[src/irp_pkg.sv]
`default_nettype none

package irp_pkg;

    // Stream geometry
    localparam int DATA_WIDTH = 64;
    localparam int KEEP_WIDTH = DATA_WIDTH / 8;

    // Flow key field widths
    localparam int MAC_WIDTH  = 48;
    localparam int IP_WIDTH   = 32;
    localparam int PORT_WIDTH = 16;
    localparam int TID_WIDTH  = 32;
    localparam int SEQ_WIDTH  = 16;

    // Body queue sizing
    localparam int FIFO_DEPTH_BITS    = 4;
    // Free entries still left when nearly_full rises
    localparam int NEARLY_FULL_MARGIN = 2;

    // Identifies one inference request
    typedef struct packed {
        logic [MAC_WIDTH-1:0]  src_mac;
        logic [MAC_WIDTH-1:0]  dest_mac;
        logic [IP_WIDTH-1:0]   src_ip;
        logic [IP_WIDTH-1:0]   dest_ip;
        logic [PORT_WIDTH-1:0] src_port;
        logic [PORT_WIDTH-1:0] dest_port;
        logic [TID_WIDTH-1:0]  transmission_id;
    } flow_key_t;

    // Per-packet metadata, steady for all beats of a packet
    typedef struct packed {
        flow_key_t            flow;
        // Network byte order
        logic [SEQ_WIDTH-1:0] seq_num;
        logic                 last_packet;
    } pkt_meta_t;

    // One stream beat
    typedef struct packed {
        logic [DATA_WIDTH-1:0] data;
        logic [KEEP_WIDTH-1:0] keep;
        logic                  last;
    } beat_t;

    // Request tracking states
    typedef enum logic [1:0] {
        WAIT_FIRST,
        RECEIVING,
        WAIT_NEXT,
        DRAINING
    } req_state_e;

endpackage

`default_nettype wire

[src/beat_stage.sv]
`timescale 1ns/1ns
`default_nettype none

module beat_stage (
    input  wire logic           axis_aclk,
    input  wire logic           axis_resetn,

    input  wire irp_pkg::beat_t body_in,
    input  wire logic           last_packet,

    input  wire logic           accept,
    input  wire logic           insert_marker,

    output irp_pkg::beat_t      wr_beat,
    output logic                wr_en
);

    // Beat register, written one cycle after acceptance
    always_ff @(posedge axis_aclk) begin
        if (insert_marker) begin
            // Empty beat closing an aborted request
            wr_beat.data <= '0;
            wr_beat.keep <= '0;
            wr_beat.last <= 1'b1;
        end else if (accept) begin
            wr_beat.data <= body_in.data;
            wr_beat.keep <= body_in.keep;
            // Only the final packet of the request ends the output frame
            wr_beat.last <= body_in.last && last_packet;
        end
    end

    always_ff @(posedge axis_aclk) begin
        if (!axis_resetn) begin
            wr_en <= 1'b0;
        end else begin
            wr_en <= accept || insert_marker;
        end
    end

    // The control FSM drops the beat that raised the error
    accept_xor_marker: assert property (
        @(posedge axis_aclk) disable iff (!axis_resetn)
        !(accept && insert_marker)
    );

endmodule

`default_nettype wire

[src/body_fifo.sv]
`timescale 1ns/1ns
`default_nettype none

module body_fifo #(
    parameter int FIFO_DEPTH_BITS = irp_pkg::FIFO_DEPTH_BITS
) (
    input  wire logic           axis_aclk,
    input  wire logic           axis_resetn,

    input  wire logic           flush,

    input  wire irp_pkg::beat_t wr_beat,
    input  wire logic           wr_en,

    output irp_pkg::beat_t      body_out,
    output logic                body_out_valid,
    input  wire logic           body_out_ready,

    output logic                nearly_full,
    output logic                empty
);

    import irp_pkg::*;

    localparam int DEPTH = 1 << FIFO_DEPTH_BITS;

    beat_t mem [DEPTH];

    logic [FIFO_DEPTH_BITS-1:0] wr_ptr;
    logic [FIFO_DEPTH_BITS-1:0] rd_ptr;
    logic [FIFO_DEPTH_BITS:0]   count;
    logic [FIFO_DEPTH_BITS-1:0] wr_addr;

    logic rd_en;
    logic full;

    assign empty       = (count == '0);
    assign full        = (int'(count) == DEPTH);
    assign nearly_full = (int'(count) >= DEPTH - NEARLY_FULL_MARGIN);

    // Fall-through read port
    assign body_out       = mem[rd_ptr];
    assign body_out_valid = !empty;
    assign rd_en          = body_out_valid && body_out_ready;

    // A flush restarts at slot zero, so a same-edge write lands there
    assign wr_addr = flush ? '0 : wr_ptr;

    always_ff @(posedge axis_aclk) begin
        if (wr_en) begin
            mem[wr_addr] <= wr_beat;
        end
    end

    always_ff @(posedge axis_aclk) begin
        if (!axis_resetn) begin
            wr_ptr <= '0;
            rd_ptr <= '0;
            count  <= '0;
        end else if (flush) begin
            rd_ptr <= '0;
            wr_ptr <= {{(FIFO_DEPTH_BITS-1){1'b0}}, wr_en};
            count  <= {{FIFO_DEPTH_BITS{1'b0}}, wr_en};
        end else begin
            if (wr_en) begin
                wr_ptr <= wr_ptr + 1'b1;
            end
            if (rd_en) begin
                rd_ptr <= rd_ptr + 1'b1;
            end
            if (wr_en && !rd_en) begin
                count <= count + 1'b1;
            end else if (rd_en && !wr_en) begin
                count <= count - 1'b1;
            end
        end
    end

    // Nearly-full back-pressure must cover the write pipeline
    no_write_when_full: assert property (
        @(posedge axis_aclk) disable iff (!axis_resetn)
        (wr_en && !flush) |-> !full
    );

    // Pointers must agree that the queue holds a beat
    no_read_when_empty: assert property (
        @(posedge axis_aclk) disable iff (!axis_resetn)
        rd_en |-> (rd_ptr != wr_ptr) || full
    );

endmodule

`default_nettype wire

[src/flow_tracker.sv]
`timescale 1ns/1ns
`default_nettype none

module flow_tracker (
    input  wire logic               axis_aclk,
    input  wire logic               axis_resetn,

    input  wire irp_pkg::pkt_meta_t meta_in,

    input  wire logic               capture_flow,
    input  wire logic               advance_seq,

    output irp_pkg::flow_key_t      flow_out,
    output logic                    same_flow,
    output logic                    first_seq_ok,
    output logic                    next_seq_ok
);

    import irp_pkg::*;

    flow_key_t            flow_q;
    logic [SEQ_WIDTH-1:0] seq_q;

    logic [SEQ_WIDTH-1:0] seq_logical_in;
    logic [SEQ_WIDTH-1:0] seq_logical_q;

    // Network order to host order
    function automatic logic [SEQ_WIDTH-1:0] byte_swap(input logic [SEQ_WIDTH-1:0] value);
        logic [SEQ_WIDTH-1:0] swapped;
        swapped = '0;
        for (int i = 0; i < SEQ_WIDTH / 8; i++) begin
            swapped[i*8 +: 8] = value[(SEQ_WIDTH/8 - 1 - i)*8 +: 8];
        end
        return swapped;
    endfunction

    assign seq_logical_in = byte_swap(meta_in.seq_num);
    assign seq_logical_q  = byte_swap(seq_q);

    // All seven key fields must agree
    assign same_flow    = (meta_in.flow == flow_q);
    assign first_seq_ok = (seq_logical_in == '0);
    assign next_seq_ok  = (seq_logical_in == SEQ_WIDTH'(seq_logical_q + 1'b1));

    always_ff @(posedge axis_aclk) begin
        if (!axis_resetn) begin
            flow_q <= '0;
            seq_q  <= '0;
        end else begin
            if (capture_flow) begin
                flow_q <= meta_in.flow;
            end
            // Stored in wire order, swapped only for the compare
            if (capture_flow || advance_seq) begin
                seq_q <= meta_in.seq_num;
            end
        end
    end

    assign flow_out = flow_q;

endmodule

`default_nettype wire

[src/inference_request_preprocessor.sv]
`timescale 1ns/1ns
`default_nettype none

module inference_request_preprocessor (
    input  wire logic               axis_aclk,
    input  wire logic               axis_resetn,

    // Request body stream with packet metadata
    input  wire irp_pkg::beat_t     body_in,
    input  wire logic               body_in_valid,
    output logic                    body_in_ready,
    input  wire irp_pkg::pkt_meta_t meta_in,

    // Queued body stream
    output irp_pkg::beat_t          body_out,
    output logic                    body_out_valid,
    input  wire logic               body_out_ready,

    // Current request status
    output irp_pkg::flow_key_t      flow_out,
    output logic                    error_out
);

    import irp_pkg::*;

    logic accept;
    logic capture_flow;
    logic advance_seq;
    logic insert_marker;
    logic flush;

    logic same_flow;
    logic first_seq_ok;
    logic next_seq_ok;

    logic nearly_full;
    logic empty;

    beat_t wr_beat;
    logic  wr_en;

    request_control u_request_control (
        .axis_aclk     (axis_aclk),
        .axis_resetn   (axis_resetn),
        .body_in_valid (body_in_valid),
        .body_in_ready (body_in_ready),
        .body_in_last  (body_in.last),
        .last_packet   (meta_in.last_packet),
        .same_flow     (same_flow),
        .first_seq_ok  (first_seq_ok),
        .next_seq_ok   (next_seq_ok),
        .nearly_full   (nearly_full),
        .empty         (empty),
        .accept        (accept),
        .capture_flow  (capture_flow),
        .advance_seq   (advance_seq),
        .insert_marker (insert_marker),
        .flush         (flush),
        .error_out     (error_out)
    );

    flow_tracker u_flow_tracker (
        .axis_aclk    (axis_aclk),
        .axis_resetn  (axis_resetn),
        .meta_in      (meta_in),
        .capture_flow (capture_flow),
        .advance_seq  (advance_seq),
        .flow_out     (flow_out),
        .same_flow    (same_flow),
        .first_seq_ok (first_seq_ok),
        .next_seq_ok  (next_seq_ok)
    );

    beat_stage u_beat_stage (
        .axis_aclk     (axis_aclk),
        .axis_resetn   (axis_resetn),
        .body_in       (body_in),
        .last_packet   (meta_in.last_packet),
        .accept        (accept),
        .insert_marker (insert_marker),
        .wr_beat       (wr_beat),
        .wr_en         (wr_en)
    );

    body_fifo #(
        .FIFO_DEPTH_BITS (FIFO_DEPTH_BITS)
    ) u_body_fifo (
        .axis_aclk      (axis_aclk),
        .axis_resetn    (axis_resetn),
        .flush          (flush),
        .wr_beat        (wr_beat),
        .wr_en          (wr_en),
        .body_out       (body_out),
        .body_out_valid (body_out_valid),
        .body_out_ready (body_out_ready),
        .nearly_full    (nearly_full),
        .empty          (empty)
    );

endmodule

`default_nettype wire

[src/request_control.sv]
`timescale 1ns/1ns
`default_nettype none

module request_control (
    input  wire logic axis_aclk,
    input  wire logic axis_resetn,

    input  wire logic body_in_valid,
    output logic      body_in_ready,
    input  wire logic body_in_last,
    input  wire logic last_packet,

    input  wire logic same_flow,
    input  wire logic first_seq_ok,
    input  wire logic next_seq_ok,

    input  wire logic nearly_full,
    input  wire logic empty,

    output logic      accept,
    output logic      capture_flow,
    output logic      advance_seq,
    output logic      insert_marker,
    output logic      flush,
    output logic      error_out
);

    import irp_pkg::*;

    req_state_e state;
    req_state_e state_next;

    logic handshake;
    logic error;
    // A beat_stage write is still on its way into the queue
    logic write_pending;

    assign body_in_ready = !nearly_full && (state != DRAINING);
    assign handshake     = body_in_valid && body_in_ready;

    // Sequence and flow checks at packet starts
    always_comb begin
        error = 1'b0;
        if (handshake) begin
            case (state)
                WAIT_FIRST: error = !first_seq_ok;
                WAIT_NEXT:  error = !(same_flow && next_seq_ok);
                default:    error = 1'b0;
            endcase
        end
    end

    // The offending beat is dropped and replaced by the marker
    assign accept        = handshake && !error;
    assign insert_marker = error;

    // Key is latched even for a bad first packet so it shows on flow_out
    assign capture_flow  = handshake && (state == WAIT_FIRST);
    assign advance_seq   = accept && (state == WAIT_NEXT);

    always_comb begin
        state_next = state;
        case (state)
            WAIT_FIRST, RECEIVING, WAIT_NEXT: begin
                if (error) begin
                    state_next = DRAINING;
                end else if (accept) begin
                    if (body_in_last) begin
                        state_next = last_packet ? DRAINING : WAIT_NEXT;
                    end else begin
                        state_next = RECEIVING;
                    end
                end
            end
            DRAINING: begin
                // Wait until the final beat or marker has left the queue
                if (empty && !write_pending) begin
                    state_next = WAIT_FIRST;
                end
            end
            default: state_next = WAIT_FIRST;
        endcase
    end

    always_ff @(posedge axis_aclk) begin
        if (!axis_resetn) begin
            state         <= WAIT_FIRST;
            flush         <= 1'b0;
            write_pending <= 1'b0;
            error_out     <= 1'b0;
        end else begin
            state         <= state_next;
            flush         <= error;
            write_pending <= accept || insert_marker;
            if (error) begin
                error_out <= 1'b1;
            end else if (state == DRAINING && state_next == WAIT_FIRST) begin
                error_out <= 1'b0;
            end
        end
    end

    // Errors cannot follow one another since DRAINING blocks input
    flush_single_pulse: assert property (
        @(posedge axis_aclk) disable iff (!axis_resetn)
        flush |=> !flush
    );

    // A finished or aborted request blocks input from the next cycle
    no_ready_after_request_end: assert property (
        @(posedge axis_aclk) disable iff (!axis_resetn)
        (error || (accept && body_in_last && last_packet)) |=> !body_in_ready
    );

endmodule

`default_nettype wire

[config.mk]
export PLATFORM = sky130hd
export DESIGN_NAME = inference_request_preprocessor
export DESIGN_NICKNAME = d
export VERILOG_FILES = /design/src/irp_pkg.sv /design/src/beat_stage.sv /design/src/body_fifo.sv /design/src/flow_tracker.sv /design/src/inference_request_preprocessor.sv /design/src/request_control.sv
export SDC_FILE = /design/constraint.sdc
export NUM_CORES = 2
export LEC_CHECK = 0
export ABC_AREA = 1
export BUFFER_PORTS_ARGS = -buffer_cell sky130_fd_sc_hd__buf_2
export CAP_MARGIN = 20
export CORE_MARGIN = 1.5
export CORE_UTILIZATION = 30
export DETAILED_ROUTE_END_ITERATION = 12
export GPL_TIMING_DRIVEN = 0
export SYNTH_ARGS = -nofsm -noshare
export SYNTH_HDL_FRONTEND = slang
export SYNTH_SLANG_ARGS = --single-unit
[constraint.sdc]
create_clock -name axis_aclk -period 11.3 [get_ports axis_aclk]
set_clock_uncertainty 0.2 [all_clocks]
set_input_delay 0.565 -clock axis_aclk [delete_from_list [all_inputs] [get_ports axis_aclk]]
set_output_delay 0.565 -clock axis_aclk [all_outputs]
set_load 0.005 [all_outputs]
# Word level (Yosys, flattened, before mapping)
# Memory sizes are Yosys's and may differ from the RTL's. A register that Yosys moved wholly into a read port is not among the register bits.
# Cells that the tools add are included.
dict set report totals {
  out_inout_bits 300
  elab_cells 85
  register_bits 331
  ram_bits 1168
  mem_count 1
  input_bits 318
}
# memory depth word_bits read_ports rd_clocked_by_memory_dff wr line_no
set mem_list {}
lappend mem_list {u_body_fifo.mem 16 73 1 1 1 body_fifo.sv:27} ;# beat_t mem [DEPTH];
dict set report op_classes {
  mux 20
  n_reduce_logical 31
  magnitude_cmp 1
  eq_ne 6
  addsub 5
  n_bitwise 1
}
# operator count
set ops {}
lappend ops {{$eq 224x224->1} 1}
lappend ops {{$add 16x1->16 const B} 1}
lappend ops {{$eq 16x16->1} 1}
lappend ops {{$logic_not 16->1} 1}
lappend ops {{$logic_and 1x1->1} 12}
lappend ops {{$mux 4} 3}
lappend ops {{$mux 5} 2}
lappend ops {{$mux 1} 9}
lappend ops {{$add 4x1->4 const B} 2}
lappend ops {{$mux 2} 4}
lappend ops {{$logic_not 1->1} 7}
lappend ops {{$reduce_bool 2->1} 3}
lappend ops {{$add 5x1->5 const B} 1}
lappend ops {{$ge 5x4->1 const B} 1}
lappend ops {{$logic_not 5->1} 1}
lappend ops {{$sub 5x1->5 const B} 1}
lappend ops {{$eq 2x2->1 const B} 2}
lappend ops {{$logic_not 2->1} 2}
lappend ops {{$pmux 2 s2} 1}
lappend ops {{$reduce_bool 3->1} 1}
lappend ops {{$reduce_or 3->1} 1}
lappend ops {{$eq 2x1->1 const B} 1}
lappend ops {{$logic_or 1x1->1} 2}
lappend ops {{$ne 2x2->1 const B} 1}
lappend ops {{3 further kinds} 3}

# Longest topological paths before layout
dict set report depth {
  depth_word 15
  depth_mapped 20
  depth_no_buf 19
}

# Cells and area by module
# A second synthesis with hierarchy kept.
dict set report unflattened {
  hier_cells 7307
  hier_area_um2 66809.1
}
# module cells_each area_per_inst_um2 seq_area_each_um2 instances
set modules_own_cells {}
lappend modules_own_cells {body_fifo 4839 51018.9 35414.0 1}
lappend modules_own_cells {flow_tracker 1964 12462.0 4804.6 1}
lappend modules_own_cells {beat_stage 463 3051.7 1481.4 1}
lappend modules_own_cells {request_control 41 276.5 100.1 1}

# Worst setup path before layout
# OpenSTA, ideal clock, no wires.
dict set report synth_path {
  path_kind {reg2reg}
  from {register u_beat_stage.wr_en}
  to {memory u_body_fifo.mem[11][0] (netlist bit) (enable)}
  path_stages_with_launch 4
  t_arrival_ps 7660
  n_path_buf 1
  setup_ps 685
  period_less_slack_ps 8544
  t_required_ps 10415
  slack_ps 2756
  cell_sequence {dfxtp_1 -> clkbuf_1 -> nand3_1 -> nor4_1}
}
dict set report synth_via {
  elab_chain_len 2
}
# element line_no
set synth_rtl {}
lappend synth_rtl {{start, declared} beat_stage.sv:15} ;# output logic wr_en
lappend synth_rtl {{start signal, assigned} beat_stage.sv:37} ;# wr_en <= accept || insert_marker;
lappend synth_rtl {{$mux 1} body_fifo.sv:50} ;# if (wr_en) begin
lappend synth_rtl {{$mux 1 (implied by the code)} body_fifo.sv:51} ;# mem[wr_addr] <= wr_beat;
lappend synth_rtl {{end, declared} body_fifo.sv:27}
# No other way between the ends.

==> flow_summary_export.csv <==
group,metric,value,unit
run_status,status,"finished, final reports clean",
final_layout,stdcell_count,9575,
critical_path,crit_path_frequent_cell,"sky130_fd_sc_hd__buf_2",
route,route.antenna.remaining_nets,0,
clock_network,cts.clk_slew.worst_paths,0.06,ns
synthesis,synth_top_flop_cell,"sky130_fd_sc_hd__edfxtp_1",
global_route,first_pass_grt_wire_length,342000,um
route,drt-total-wl,245000,um
critical_path,required_time_at_the_endpoint_of_the_critical_path,10.54,ns
critical_path,rr_startpoint,"u_request_control.state[1]$_SDFF_PN0_",
timing,slew_violations,0,
synthesis,synth_async_sr_flop_share,0,
critical_path,delay_contributed_by_the_slowest_stage_of_the_critical_path,0.85,ns
critical_path,cp_slowest_cell,"sky130_fd_sc_hd__clkbuf_1",
route,avgRoutedWirePerCell,25.6,um
die,die_y,459,um
critical_path,worst_ep_arrival_time,4.70,ns
clock_network,cts_setup_buffers,0,
timing,max_freq,183,MHz
die,die_width,459,um
placement,dpl.cell_count,8920,
route,dr_total_vias,48400,
final_layout,areaGrowthSynthToFinish,26.6,%
synthesis,netlist-cell-type-count,39,
die,core_region_area,207000,um2
timing,worst_pin_slew,1.23,ns
final_layout,final_net_count,7023,
global_route,vias_in_the_first_global_route,46800,
die,ios,618,
clock_network,maximum_buffer_depth_of_the_clock_tree,3,
global_route,grt.overflow.total,0,
clock_network,h-tree-depth,4,
clock_network,cts_tree,"done",
synthesis,synth-seq-area-share,0.670,
global_route,grt_start_max_net_pins,27,
route,post_drt_via_cell_ratio,5.06,
route,firstDrtPassIters,6,
clock_network,worst_skew_pair.late_latency,0.82,ns
placement,portbufs,617,
synthesis,post-synth-top-count-cell,"sky130_fd_sc_hd__edfxtp_1",
placement,gp_congestion,0.966,
route,drt_iter0_drc,5113,
clock_network,cts.sink_count,1503,
route,route.detailed.drc,0,
critical_path,critPathLaunchType,"flop",
clock_network,cts_made_buffers,162,
die,floorplan.initialDensity,0.301,
placement,post_dp_cell_area,70300,um2
clock_network,clock_tree.root_cell,"sky130_fd_sc_hd__clkbuf_16",
global_route,antenna_found_initial,57,
timing,relSlewSlack,0.182,
timing,timing.final.crit_share,0.484,
placement,place_hpwl,180000,um
timing,setup_tns,0,ns
pwr,power.static_leakage,29.9,nW
hold_path,hold_start,"body_out_ready",
timing,finalCriticalPeriod,5.46,ns
synthesis,syn-cell-area,62300,um2
pwr,power.ir.vdd_worst,0.000172,V
pwr,power_density,226,nW/um2
synthesis,netlist.area_leader.share,0.563,
synthesis,synthTopCellsByArea,"sky130_fd_sc_hd__edfxtp_1 56%, sky130_fd_sc_hd__dfxtp_1 11%, sky130_fd_sc_hd__mux2i_1 4.7%, sky130_fd_sc_hd__nand2_1 4.5%, sky130_fd_sc_hd__o21ai_0 4.4%",
hold_path,worstHoldPathType,"primary input to flop",
synthesis,post_synth_edffs,1168,
final_layout,final_design_area_no_fill,78900,um2
critical_path,critPathCaptureType,"output pin",
synthesis,synth_nets,5824,
final_layout,area_occupied_by_multi_input_gates,16900,um2
synthesis,synthesis.yosys.warnings,0,
timing,hold_ws,0.0454,ns
final_layout,post_route_cells_drive_above_1_share,0.151,
critical_path,crit_path_cell_trace,"buf_2 -> buf_2 -> clkbuf_1 -> buf_1 -> a21oi_1 -> o21ai_0 -> o211ai_1 -> nand3_1 -> nand2_1 -> buf_2",
final_layout,area.sequential,41800,um2
run,maxCapViolations,0,
synthesis,synth.cells.most_frequent,"1,168 x sky130_fd_sc_hd__edfxtp_1, 741 x sky130_fd_sc_hd__nand2_1, 647 x sky130_fd_sc_hd__inv_1",
synthesis,syn_avg_cell_area,11.3,um2
synthesis,synthesis.instances,5497,
timing,finalSetupViolations,0,
final_layout,fillers,20000,
synthesis,synth-seq-cells,1503,
critical_path,cp_max_fo,10,
timing,report.final.hold_viol_count,0,
pwr,power.total,17.9,mW
timing,unrepaired_setup_endpoints_after_global_routing,"false",
die,dieArea,211000,um2
critical_path,crit_type,"flop to output pin",
global_route,overall_global_routing_resource_usage,0.226,
synthesis,synth_largest_area_cell,"sky130_fd_sc_hd__edfxtp_1",
die,std_cell_rows,167,
[routing by layer]
layer  part of all wire  routed length (um)  global-route usage
met1               0.38               92900               0.268
met2               0.48              116000               0.377
met3              0.087               21300              0.0573
met4              0.058               14300               0.118
met5            0.00020                  50                   0
[placed cells by master, fill, tap and decap left out, types with 7 or more instances in the layout]
cell,synthesis,final
sky130_fd_sc_hd__clkinv_1,3,26
sky130_fd_sc_hd__diode_2,0,39
sky130_fd_sc_hd__buf_8,0,10
sky130_fd_sc_hd__ha_1,8,8
sky130_fd_sc_hd__buf_4,0,38
sky130_fd_sc_hd__inv_1,647,647
sky130_fd_sc_hd__xnor2_1,35,35
sky130_fd_sc_hd__clkbuf_16,0,164
sky130_fd_sc_hd__nor2_1,217,205
sky130_fd_sc_hd__clkinv_2,0,27
sky130_fd_sc_hd__mux2i_1,292,292
sky130_fd_sc_hd__dfxtp_1,335,335
sky130_fd_sc_hd__buf_2,28,645
sky130_fd_sc_hd__clkbuf_1,256,290
sky130_fd_sc_hd__clkbuf_8,0,17
sky130_fd_sc_hd__a22o_1,72,72
sky130_fd_sc_hd__bufinv_16,0,10
sky130_fd_sc_hd__buf_6,10,27
sky130_fd_sc_hd__a21oi_1,543,543
sky130_fd_sc_hd__clkinv_16,0,7
sky130_fd_sc_hd__edfxtp_1,1168,1168
sky130_fd_sc_hd__nand2_1,741,741
sky130_fd_sc_hd__dlygate4sd3_1,0,315
sky130_fd_sc_hd__buf_12,0,35
sky130_fd_sc_hd__xor2_1,29,29
sky130_fd_sc_hd__o211ai_1,293,293
sky130_fd_sc_hd__buf_1,21,21
sky130_fd_sc_hd__nor2_4,3,15
sky130_fd_sc_hd__o21ai_0,552,552
sky130_fd_sc_hd__nand3_1,198,198
[registers in the layout (all words and copies together) (netlist names), named ones only]
| name | count |
|---|---|
| u_beat_stage.wr_en | 1 |
| u_body_fifo.wr_ptr | 4 |
| u_body_fifo.mem | 1168 |
| u_body_fifo.count | 5 |
| u_request_control.state | 2 |
| u_flow_tracker.seq_q | 16 |
| u_flow_tracker.flow_out | 224 |
| u_request_control.flush | 1 |
| u_body_fifo.rd_ptr | 4 |
| u_request_control.error_out | 1 |
| u_beat_stage.wr_beat | 73 |
[power breakdown]
| part | switching, mW | internal, mW | leakage, nW |
|---|---|---|---|
| Sequential | 0.789 | 6.91 | 13.5 |
| Clock | 2.32 | 3.04 | 2.60 |
| Combinational | 3.25 | 1.57 | 13.8 |
[timing repair]
action,CTS,global route
resized for setup,0,0
hold buffers,315,0
hold endpoints to repair,315,0
endpoints found under the setup margin,0,0
[path summary, 6_finish.rpt]
check,endpoint,slack (ns),depth (start not counted)
setup / recovery,body_out[70],5.84,10
hold / removal,u_body_fifo.rd_ptr[1]$_SDFFE_PP0P_,0.05,3
setup reg to reg,u_flow_tracker.flow_out[4]$_SDFFE_PN0P_,7.24,10
hold reg to reg,u_flow_tracker.flow_out[59]$_SDFFE_PN0P_,0.29,2
[through the flow]
stage | utilization | setup WS (ns)
final | 0.382 | 5.84
after global routing | 0.382 | 5.79
after CTS | 0.381 | 5.85
after detailed placement | 0.340 | 6.75
after global placement | 0.333 | -6.12
after floorplan | - | 2.76
[critical path, delay by kind of cell (launching register included)]
kind	cells	cell delay [ns]
simple gates	2	0.43
compound gates	3	0.40
flops	1	0.38
buf+inv	5	2.65
[layout make-up]
type / count / share of cell area
antenna: 39 / 0.00124
buffer: 315 / 0.0164
clock buffer: 219 / 0.0568
clock inverter: 81 / 0.0111
inverter: 654 / 0.0311
multi-input combinational: 3025 / 0.214
sequential: 1503 / 0.529
tap: 2704 / 0.0429
timing repair buffer: 1035 / 0.0969
[cell families (layout without fill, tap and decap cells)]
family,count (synthesis),in the layout,share of synthesized area
fa+ha+maj,9,9,0.00193
simple gates,1184,1184,0.0766
flops,1503,1503,0.670
other cells,0,39,0
xor+xnor,64,64,0.00899
compound gates,1476,1476,0.135
mux,292,292,0.0469
buf+inv,969,2304,0.0601
Power figures use the tool's default switching activity.
